==> src/rtl/fetch_pkg.sv <==
package fetch_pkg;

    // datapath widths
    localparam int xlen        = 32;
    localparam int order_width = 64;
    localparam int beat_width  = 64;
    localparam int line_width  = 256;

    // line geometry, 8 instructions per line
    localparam int beats_per_line   = line_width / beat_width;
    localparam int beat_cnt_bits    = $clog2(beats_per_line);
    localparam int line_offset_bits = 5;
    localparam int tag_width        = xlen - line_offset_bits;

    // first fetch address after reset
    localparam logic [xlen-1:0] reset_pc = 32'haaaaa000;

    // line fill FSM
    typedef enum logic [1:0] {
        fill_idle,
        fill_request,
        fill_beats
    } fill_state_t;

    // fetch control FSM
    typedef enum logic {
        fetch_stream,
        fetch_miss
    } fetch_state_t;

endpackage

==> src/rtl/line_fill.sv <==
`timescale 1ns/10ps

module line_fill (
    input  logic                             clk,
    input  logic                             rst,

    input  logic                             fill_start_i,
    input  logic [fetch_pkg::xlen-1:0]       fill_addr_i,
    output logic                             fill_done_o,
    output logic [fetch_pkg::line_width-1:0] fill_line_o,

    output logic [fetch_pkg::xlen-1:0]       bmem_addr_o,
    output logic                             bmem_read_o,
    input  logic                             bmem_ready_i,
    input  logic [fetch_pkg::beat_width-1:0] bmem_rdata_i,
    input  logic                             bmem_rvalid_i
);

    import fetch_pkg::*;

    fill_state_t              state_q;
    logic [xlen-1:0]          addr_q;
    logic [line_width-1:0]    line_q;
    logic [beat_cnt_bits-1:0] beat_cnt_q;
    logic                     done_q;

    always_ff @(posedge clk) begin
        if (rst) begin
            state_q    <= fill_idle;
            beat_cnt_q <= '0;
            done_q     <= 1'b0;
        end else begin
            done_q <= 1'b0;
            case (state_q)
                fill_idle: begin
                    if (fill_start_i) begin
                        state_q <= fill_request;
                    end
                end
                fill_request: begin
                    // request accepted in this cycle
                    if (bmem_ready_i) begin
                        state_q    <= fill_beats;
                        beat_cnt_q <= '0;
                    end
                end
                fill_beats: begin
                    if (bmem_rvalid_i) begin
                        beat_cnt_q <= beat_cnt_q + 1'b1;
                        if (beat_cnt_q == beat_cnt_bits'(beats_per_line - 1)) begin
                            state_q <= fill_idle;
                            done_q  <= 1'b1;
                        end
                    end
                end
                default: state_q <= fill_idle;
            endcase
        end
    end

    // line aligned address, captured with the start strobe
    always_ff @(posedge clk) begin
        if (state_q == fill_idle && fill_start_i) begin
            addr_q <= {fill_addr_i[xlen-1:line_offset_bits], {line_offset_bits{1'b0}}};
        end
    end

    // beats shift in from the top, beat 0 ends up in the low bits
    always_ff @(posedge clk) begin
        if (state_q == fill_beats && bmem_rvalid_i) begin
            line_q <= {bmem_rdata_i, line_q[line_width-1:beat_width]};
        end
    end

    assign bmem_read_o = (state_q == fill_request);
    assign bmem_addr_o = addr_q;
    assign fill_done_o = done_q;
    assign fill_line_o = line_q;

endmodule

==> src/rtl/inst_queue.sv <==
`timescale 1ns/10ps

module inst_queue #(
    parameter int queue_depth = 16
) (
    input  logic                              clk,
    input  logic                              rst,
    input  logic                              flush_i,

    input  logic                              enq_i,
    input  logic [fetch_pkg::order_width-1:0] enq_order_i,
    input  logic [fetch_pkg::xlen-1:0]        enq_pc_i,
    input  logic [fetch_pkg::xlen-1:0]        enq_inst_i,
    output logic                              full_o,

    input  logic                              deq_i,
    output logic                              empty_o,
    output logic [fetch_pkg::order_width-1:0] deq_order_o,
    output logic [fetch_pkg::xlen-1:0]        deq_pc_o,
    output logic [fetch_pkg::xlen-1:0]        deq_inst_o
);

    import fetch_pkg::*;

    localparam int ptr_bits = $clog2(queue_depth);

    logic [order_width-1:0] order_mem [queue_depth];
    logic [xlen-1:0]        pc_mem    [queue_depth];
    logic [xlen-1:0]        inst_mem  [queue_depth];

    // extra msb tells full from empty
    logic [ptr_bits:0] head_q;
    logic [ptr_bits:0] tail_q;
    logic              do_enq;
    logic              do_deq;

    assign empty_o = (head_q == tail_q);
    assign full_o  = (head_q[ptr_bits] != tail_q[ptr_bits]) &&
                     (head_q[ptr_bits-1:0] == tail_q[ptr_bits-1:0]);

    assign do_enq = enq_i && !full_o && !flush_i;
    assign do_deq = deq_i && !empty_o && !flush_i;

    always_ff @(posedge clk) begin
        if (rst || flush_i) begin
            head_q <= '0;
            tail_q <= '0;
        end else begin
            if (do_enq) begin
                tail_q <= tail_q + 1'b1;
            end
            if (do_deq) begin
                head_q <= head_q + 1'b1;
            end
        end
    end

    always_ff @(posedge clk) begin
        if (do_enq) begin
            order_mem[tail_q[ptr_bits-1:0]] <= enq_order_i;
            pc_mem[tail_q[ptr_bits-1:0]]    <= enq_pc_i;
            inst_mem[tail_q[ptr_bits-1:0]]  <= enq_inst_i;
        end
    end

    // oldest entry
    assign deq_order_o = order_mem[head_q[ptr_bits-1:0]];
    assign deq_pc_o    = pc_mem[head_q[ptr_bits-1:0]];
    assign deq_inst_o  = inst_mem[head_q[ptr_bits-1:0]];

endmodule

==> src/rtl/fetch_ctrl.sv <==
`timescale 1ns/10ps

module fetch_ctrl (
    input  logic                              clk,
    input  logic                              rst,

    input  logic                              redirect_i,
    input  logic [fetch_pkg::xlen-1:0]        redirect_pc_i,

    input  logic                              queue_full_i,
    output logic                              enq_o,
    output logic [fetch_pkg::order_width-1:0] enq_order_o,
    output logic [fetch_pkg::xlen-1:0]        enq_pc_o,
    output logic [fetch_pkg::xlen-1:0]        enq_inst_o,

    output logic                              fill_start_o,
    output logic [fetch_pkg::xlen-1:0]        fill_addr_o,
    input  logic                              fill_done_i,
    input  logic [fetch_pkg::line_width-1:0]  fill_line_i
);

    import fetch_pkg::*;

    fetch_state_t           state_q;
    logic [xlen-1:0]        pc_q;
    logic [order_width-1:0] order_q;

    // one line buffer
    logic                   buf_valid_q;
    logic [tag_width-1:0]   buf_tag_q;
    logic [line_width-1:0]  buf_data_q;

    // tag of the line being filled
    logic [tag_width-1:0]   fill_tag_q;

    logic [tag_width-1:0]   pc_tag;
    logic [2:0]             word_idx;
    logic                   line_hit;

    assign pc_tag   = pc_q[xlen-1:line_offset_bits];
    assign word_idx = pc_q[line_offset_bits-1:2];
    assign line_hit = buf_valid_q && (buf_tag_q == pc_tag);

    // enqueue straight out of the buffer, none during redirect
    assign enq_o       = (state_q == fetch_stream) && line_hit &&
                         !queue_full_i && !redirect_i;
    assign enq_order_o = order_q;
    assign enq_pc_o    = pc_q;
    assign enq_inst_o  = buf_data_q[word_idx * xlen +: xlen];

    // miss starts a fill, held back while the queue is full
    assign fill_start_o = (state_q == fetch_stream) && !line_hit &&
                          !queue_full_i && !redirect_i;
    assign fill_addr_o  = pc_q;

    always_ff @(posedge clk) begin
        if (rst) begin
            state_q <= fetch_stream;
            pc_q    <= reset_pc;
            order_q <= '0;
        end else begin
            if (redirect_i) begin
                pc_q <= redirect_pc_i;
            end else if (enq_o) begin
                pc_q    <= pc_q + 32'd4;
                order_q <= order_q + 1'b1;
            end

            case (state_q)
                fetch_stream: begin
                    if (fill_start_o) begin
                        state_q <= fetch_miss;
                    end
                end
                fetch_miss: begin
                    // a redirect does not cancel the fill in flight
                    if (fill_done_i) begin
                        state_q <= fetch_stream;
                    end
                end
                default: state_q <= fetch_stream;
            endcase
        end
    end

    always_ff @(posedge clk) begin
        if (rst) begin
            buf_valid_q <= 1'b0;
        end else if (fill_done_i) begin
            buf_valid_q <= 1'b1;
        end
    end

    always_ff @(posedge clk) begin
        if (fill_start_o) begin
            fill_tag_q <= pc_tag;
        end
        // line stored under the address it was fetched for
        if (fill_done_i) begin
            buf_tag_q  <= fill_tag_q;
            buf_data_q <= fill_line_i;
        end
    end

endmodule

==> src/rtl/fetch_top.sv <==
`timescale 1ns/10ps

module fetch_top #(
    parameter int queue_depth = 16
) (
    input  logic                              clk,
    input  logic                              rst,

    input  logic                              redirect_i,
    input  logic [fetch_pkg::xlen-1:0]        redirect_pc_i,

    output logic                              inst_valid_o,
    output logic [fetch_pkg::xlen-1:0]        inst_o,
    output logic [fetch_pkg::xlen-1:0]        inst_pc_o,
    output logic [fetch_pkg::order_width-1:0] inst_order_o,
    input  logic                              inst_take_i,

    output logic [fetch_pkg::xlen-1:0]        bmem_addr_o,
    output logic                              bmem_read_o,
    input  logic                              bmem_ready_i,
    input  logic [fetch_pkg::beat_width-1:0]  bmem_rdata_i,
    input  logic                              bmem_rvalid_i
);

    import fetch_pkg::*;

    logic                   fill_start;
    logic [xlen-1:0]        fill_addr;
    logic                   fill_done;
    logic [line_width-1:0]  fill_line;

    logic                   enq;
    logic [order_width-1:0] enq_order;
    logic [xlen-1:0]        enq_pc;
    logic [xlen-1:0]        enq_inst;
    logic                   queue_full;
    logic                   queue_empty;

    line_fill fill_i (
        .clk           (clk),
        .rst           (rst),
        .fill_start_i  (fill_start),
        .fill_addr_i   (fill_addr),
        .fill_done_o   (fill_done),
        .fill_line_o   (fill_line),
        .bmem_addr_o   (bmem_addr_o),
        .bmem_read_o   (bmem_read_o),
        .bmem_ready_i  (bmem_ready_i),
        .bmem_rdata_i  (bmem_rdata_i),
        .bmem_rvalid_i (bmem_rvalid_i)
    );

    // redirect also flushes the queue below
    fetch_ctrl ctrl_i (
        .clk           (clk),
        .rst           (rst),
        .redirect_i    (redirect_i),
        .redirect_pc_i (redirect_pc_i),
        .queue_full_i  (queue_full),
        .enq_o         (enq),
        .enq_order_o   (enq_order),
        .enq_pc_o      (enq_pc),
        .enq_inst_o    (enq_inst),
        .fill_start_o  (fill_start),
        .fill_addr_o   (fill_addr),
        .fill_done_i   (fill_done),
        .fill_line_i   (fill_line)
    );

    inst_queue #(
        .queue_depth (queue_depth)
    ) queue_i (
        .clk         (clk),
        .rst         (rst),
        .flush_i     (redirect_i),
        .enq_i       (enq),
        .enq_order_i (enq_order),
        .enq_pc_i    (enq_pc),
        .enq_inst_i  (enq_inst),
        .full_o      (queue_full),
        .deq_i       (inst_take_i),
        .empty_o     (queue_empty),
        .deq_order_o (inst_order_o),
        .deq_pc_o    (inst_pc_o),
        .deq_inst_o  (inst_o)
    );

    assign inst_valid_o = !queue_empty;

endmodule

==> config.mk <==
export PLATFORM = sky130hd
export DESIGN_NAME = fetch_top
export DESIGN_NICKNAME = d
export VERILOG_FILES = /design/src/rtl/fetch_pkg.sv /design/src/rtl/line_fill.sv /design/src/rtl/inst_queue.sv /design/src/rtl/fetch_ctrl.sv /design/src/rtl/fetch_top.sv
export SDC_FILE = /design/constraint.sdc
export NUM_CORES = 2
export LEC_CHECK = 0
export ABC_AREA = 1
export BUFFER_PORTS_ARGS = -buffer_cell sky130_fd_sc_hd__buf_2
export CORE_UTILIZATION = 55
export CTS_CLUSTER_DIAMETER = 200
export DETAILED_ROUTE_END_ITERATION = 10
export PLACE_DENSITY_LB_ADDON = 0.15
export SLEW_MARGIN = 25
export SYNTH_ARGS = -nofsm -noshare
export SYNTH_HDL_FRONTEND = slang
export SYNTH_SLANG_ARGS = --single-unit
==> constraint.sdc <==
create_clock -name clk -period 15.75 [get_ports clk]
set_clock_uncertainty 0.15 [all_clocks]
set_input_delay 1.575 -clock clk [delete_from_list [all_inputs] [get_ports clk]]
set_output_delay 1.575 -clock clk [all_outputs]
set_load 0.01 [all_outputs]
After elaboration in Yosys (flattened, before gate mapping)
Memories as Yosys holds them, arrays and structs flattened. A register that Yosys moved wholly into a read port is not among the register bits.
Cells that the tools add are included.
{ "op_classes": {"addsub": 5, "n_eq_ne": 11, "shifts": 1, "muxes": 22, "n_bitwise": 4, "reduce_logical": 26} }
{ "op_table": {"columns": ["op", "count"], "rows": [
  ["$shiftx A256 B9 Y32", 1],
  ["$add A64 B1 Y64 const B", 1],
  ["$mux W32", 2],
  ["$add A32 B3 Y32 const B", 1],
  ["$eq A27 B27 Y1", 1],
  ["$mux W4", 6],
  ["$logic_and A1 B1 Y1", 14],
  ["$mux W2", 6],
  ["$add A5 B1 Y5 const B", 2],
  ["$ne A2 B1 Y1 const B", 3],
  ["$pmux W2 S3", 1],
  ["$eq A5 B5 Y1", 1],
  ["$mux W1", 5],
  ["$eq A2 B2 Y1 const B", 2],
  ["$eq A4 B4 Y1", 1],
  ["$logic_not A1 Y1", 4],
  ["$not A1 Y1", 4],
  ["$pmux W2 S2", 1],
  ["$reduce_and A4 Y1", 1],
  ["$reduce_bool A2 Y1", 2],
  ["$reduce_and A3 Y1", 1],
  ["$reduce_or A3 Y1", 1],
  ["$add A2 B1 Y2 const B", 1],
  ["$eq A2 B1 Y1 const B", 1],
  ["6 further kinds", 6]
]} }
{ "word_totals": {"register_bits": 706, "ram_bits": 2048, "inputBits": 102, "output_inout_bits": 162, "wordCells": 86, "memories": 3} }
{ "memory_table": {"columns": ["memory", "depth", "width", "read_ports", "rd_ports_with_merged_regs", "wr", "line", "source"], "rows": [
  ["queue_i.order_mem", 16, 64, 1, 1, 1, "inst_queue.sv:27", "logic [order_width-1:0] order_mem [queue_depth];"],
  ["queue_i.inst_mem", 16, 32, 1, 1, 1, "inst_queue.sv:29", "logic [xlen-1:0] inst_mem [queue_depth];"],
  ["queue_i.pc_mem", 16, 32, 1, 1, 1, "inst_queue.sv:28", "logic [xlen-1:0] pc_mem [queue_depth];"]
]} }

Logic depth before layout (Yosys ltp)
{ "logic_depth": {"word_depth": 9, "mapped_depth": 15, "mapped_depth_nobuf": 14} }

By module
From an unflattened synthesis, not the netlist that was laid out.
{ "unflattened": {"hier_cells": 8401, "hier_area_um2": 107897.2} }
{ "by_module_without_submodules": {"columns": ["mod", "instances", "cells_per_inst", "area_each_um2", "seq_area_each_um2"], "rows": [
  ["inst_queue", 1, 6002, 80478.4, 61779.3],
  ["fetch_ctrl", 1, 2078, 18639.1, 11270.8],
  ["line_fill", 1, 320, 8775.9, 8598.2],
  ["fetch_top", 1, 1, 3.8, 0.0]
]} }

Least setup slack after synthesis
OpenSTA, ideal clock, no wires.
{ "synth_timing": {"kind": "input to register", "start": "in redirect_i", "end": "mem queue_i.inst_mem[0][0], enable pin", "setup_ps": 616, "arrival_time_ps": 7477, "required_time_ps": 14984, "path_slack_ps": 7506, "stages": 6, "path_buffers": 1, "cell_sequence": "nor2_4 nand2_4 inv_2 buf_6 nand2_1 nor2_1"} }
{ "synth_via": {"elab_chain_cells": 6} }
{ "synth_lines": {"columns": ["element", "line", "source"], "rows": [
  ["start: declaration", "fetch_top.sv:9", "input logic redirect_i,"],
  ["$logic_not A1 Y1 (*)", "inst_queue.sv:41, fetch_ctrl.sv:46", null],
  ["$logic_and A1 B1 Y1", "fetch_ctrl.sv:46", "!queue_full_i && !redirect_i;"],
  ["$logic_and A1 B1 Y1", "inst_queue.sv:41", "assign do_enq = enq_i && !full_o && !flush_i;"],
  ["$logic_and A1 B1 Y1 (*)", "inst_queue.sv:41", null],
  ["$mux W1 (*)", "inst_queue.sv:59", "if (do_enq) begin"],
  ["$mux W1 (implied by the code) (*)", "inst_queue.sv:62", "inst_mem[tail_q[ptr_bits-1:0]] <= enq_inst_i;"],
  ["end: declaration", "inst_queue.sv:29", null]
]} }
Every way passes the cells marked *; elsewhere a longest branch is shown, timed or not.

==> flow_summary.yaml <==
status:
  status: "completed"
pwr:
  swShare_pct: 19.7
  p_leak_nw: 39.6
  pwr-share-comb_pct: 1.6
  pwr-share-clk_pct: 42.9
  p_switching_mw: 2.87
  p_per_area_nw_per_um2: 123
  total_power_mw: 14.6
  seqPwrFrac_pct: 55.5
  intPower_mw: 11.7
  peakVddDrop_mv: 0.106
synthesis:
  synthCells: 7854
  synth_enable_flop_cells: 2641
  ys_ff_latch: 2758
  synth_area_leaders: "edfxtp_1, o21ai_0, nor2_1"
  ys.flop_type: "edfxtp_1"
  syn_area_um2: 106000
  synth_top_area_share_pct: 74.8
  async_reset_ff_share_pct: 0
  synth.distinct_cells: 44
  synth.most_common_cell: "edfxtp_1"
  yosysSeqAreaShare_pct: 77.0
  avgSynthCellArea_um2: 13.5
  synthTopCellsByCount: "edfxtp_1, nor2_1, o21ai_0"
  ys_warn_count: 0
  synth_top_area_cell: "edfxtp_1"
floorplan:
  rows: 160
  start_util_pct: 55.6
  fp.dieH_um: 441
  die_w_um: 441
  ios: 264
  dieArea_um2: 195000
  core_area_um2: 191000
clock_tree:
  cts_hold_buf: 0
  cts_tree: "built"
  clk_latency_ns: 0.93
  cts_setup_buffers: 0
  cts.htree.levels: 5
  cts.sinks: 2758
  cts.reportedPaths.clkPinSlew_ns: 0.06
  cts_buffers: 289
  cts-root-buf: "clkbuf_16"
  post_cts_resized: 0
  clockBufferDepth: 4
routing:
  drt_drc_violations_left: 0
  wl_um: 277000
  detail_route.vias_per_cell: 6.17
  wire_per_inst_um: 25.8
  antenna_left: 0
  via_count: 66300
  drt_iter0_drc: 7668
  first_pass_iters: 6
final_layout:
  design_area_um2: 118000
  fin_util_pct: 62.1
  stdcell_count: 10700
  multi_input_area_um2: 21800
  synthToLayoutAreaGrowth_pct: 11.7
  n_fill_cell: 14200
  seqCellArea_um2: 81700
  nets: 8138
  layout-drive-gt1-share_pct: 10.1
sta:
  period_share_pct: 49.1
  timing.setup.tns_ns: 0
  maxSlewHeadroom_pct: 23.5
  rsz0062_at_grt: "no"
  worst_pin_slew_ns: 1.15
  drv_slew: 0
  setup_viol: 0
  max_freq_mhz: 129
  report.final.hold_viol_count: 0
  min_period_ns: 7.73
critical_path:
  required_ns: 14.03
  end_kind: "output port"
  cp.arrival_ns: 6.00
  path_max_fanout: 210
  path_class: "flop to output port"
  critPathLaunchType: "flop"
placed_design:
  dpl-instance-area_um2: 110000
  port_buffers: 258
  hpwl_um: 145000
  gp_congestion: 0.904
  dp.cells: 10200
grt:
  grt_max_degree: 236
  overflow: 0
  antenna_found_initial: 18
  grt_use_total_pct: 28.1
  grt_pass1_vias: 63100
  grt_pass1_wl_um: 405000
worst_hold_path:
  hold_path.class: "flop to flop"
flow_run:
  maxCapViolCount: 0
metal layers:
metal	track usage, %	vias to the layer above	wire length (um)	share of wire (%)
met5	0	-	90	0.032
met4	8.37	14	7250	2.6
met3	4.83	450	23300	8.4
met2	44.5	3038	131000	47
met1	40.2	33200	116000	42
li1	-	29600	-	-
per-stage QoR:
stage / worst slack [ns] / hold slack, ns
after floorplan: 7.51 / 0.250
after global placement: 8.88 / 0.250
after detailed placement: 8.84 / 0.255
after CTS: 7.86 / 0.249
after global routing: 7.67 / 0.258
final: 8.02 / 0.242
flip-flops by register name (all words and copies together), names as in the netlist, 27 cells and up, named ones only:
name and cells:
ctrl_i.buf_data_q 256, ctrl_i.buf_tag_q 27, ctrl_i.enq_order_o 64, ctrl_i.enq_pc_o 32
ctrl_i.fill_tag_q 27, fill_i.bmem_addr_o 27, fill_i.fill_line_o 256, queue_i.inst_mem 512
queue_i.order_mem 1024, queue_i.pc_mem 512
kinds of logic (layout without fill, tap and decap cells):
group | count (synthesis) | after routing | synth area share [%]
DFF | 2758 | 2758 | 77.0
and+or+nand+nor | 2221 | 2221 | 8.35
AOI/OAI and AO/OA | 2103 | 2103 | 11.4
buffers and inverters | 698 | 1071 | 2.63
xor gates and xnor gates | 40 | 40 | 0.330
muxes | 25 | 25 | 0.236
adders and majority gates | 8 | 8 | 0.0944
other | 1 | 8 | 0.00354
critical path, cell delays in order (launching register included):
cell and delay, ns:
dfxtp_4 0.75, buf_12 0.53, buf_12 0.59, buf_4 0.79, buf_4 0.66, o21ai_0 0.19
o22ai_1 0.22, nor2_1 0.06, o32ai_1 0.61, buf_2 0.25
worst paths after layout:
check,from,endpoint,slack [ns],cells after the start
setup / recovery,flop,inst_order_o[38],8.02,9
hold / removal,fill_i.fill_line_o[35],ctrl_i.buf_data_q[35],0.24,0
setup reg to reg,ctrl_i.enq_pc_o[9],queue_i.order_mem[7][4],9.36,15
hold reg to reg,fill_i.fill_line_o[35],ctrl_i.buf_data_q[35],0.24,0
area by class of cell:
cell class	instances	share of cell area, %
Clock inverter	113	0.625
Multi-Input combinational cell	4402	18.4
Tap cell	2511	2.65
Sequential cell	2758	68.9
Timing Repair Buffer	383	2.11
Inverter	194	0.659
Clock buffer	381	6.59
Antenna cell	3	0.00634
power by group through the flow:
| stage | combinational [mW] | sequential [mW] | clock [mW] |
|---|---|---|---|
| detailed placement | 0.230 | 8.23 | 0 |
| floorplan | 0.108 | 8.22 | 0 |
| global route | 0.250 | 8.08 | 6.61 |
| CTS | 0.231 | 8.08 | 6.34 |
| global placement | 0.224 | 8.23 | 0 |
| finish | 0.232 | 8.08 | 6.25 |
cells in the final DEF (no fill, tap or decap), types with 9 or more instances in the layout:
cell type / count
nor2_2: 12
buf_2: 258
xnor2_1: 12
dfxtp_1: 110
clkbuf_16: 295
clkinv_2: 34
nand4_1: 31
nand3_1: 119
o21ai_0: 1314
o21ai_1: 18
a31oi_1: 24
o211ai_1: 84
o22ai_1: 366
nor2_4: 19
buf_12: 13
nor2_1: 1529
nand2_1: 429
mux2i_1: 25
o221ai_1: 218
buf_4: 100
nand3_2: 9
a21oi_1: 62
inv_1: 167
clkinv_1: 62
nor3_1: 37
xor2_1: 28
inv_2: 18
clkbuf_8: 10
edfxtp_1: 2641
clkbuf_1: 76
Power figures use the tool's default switching activity.
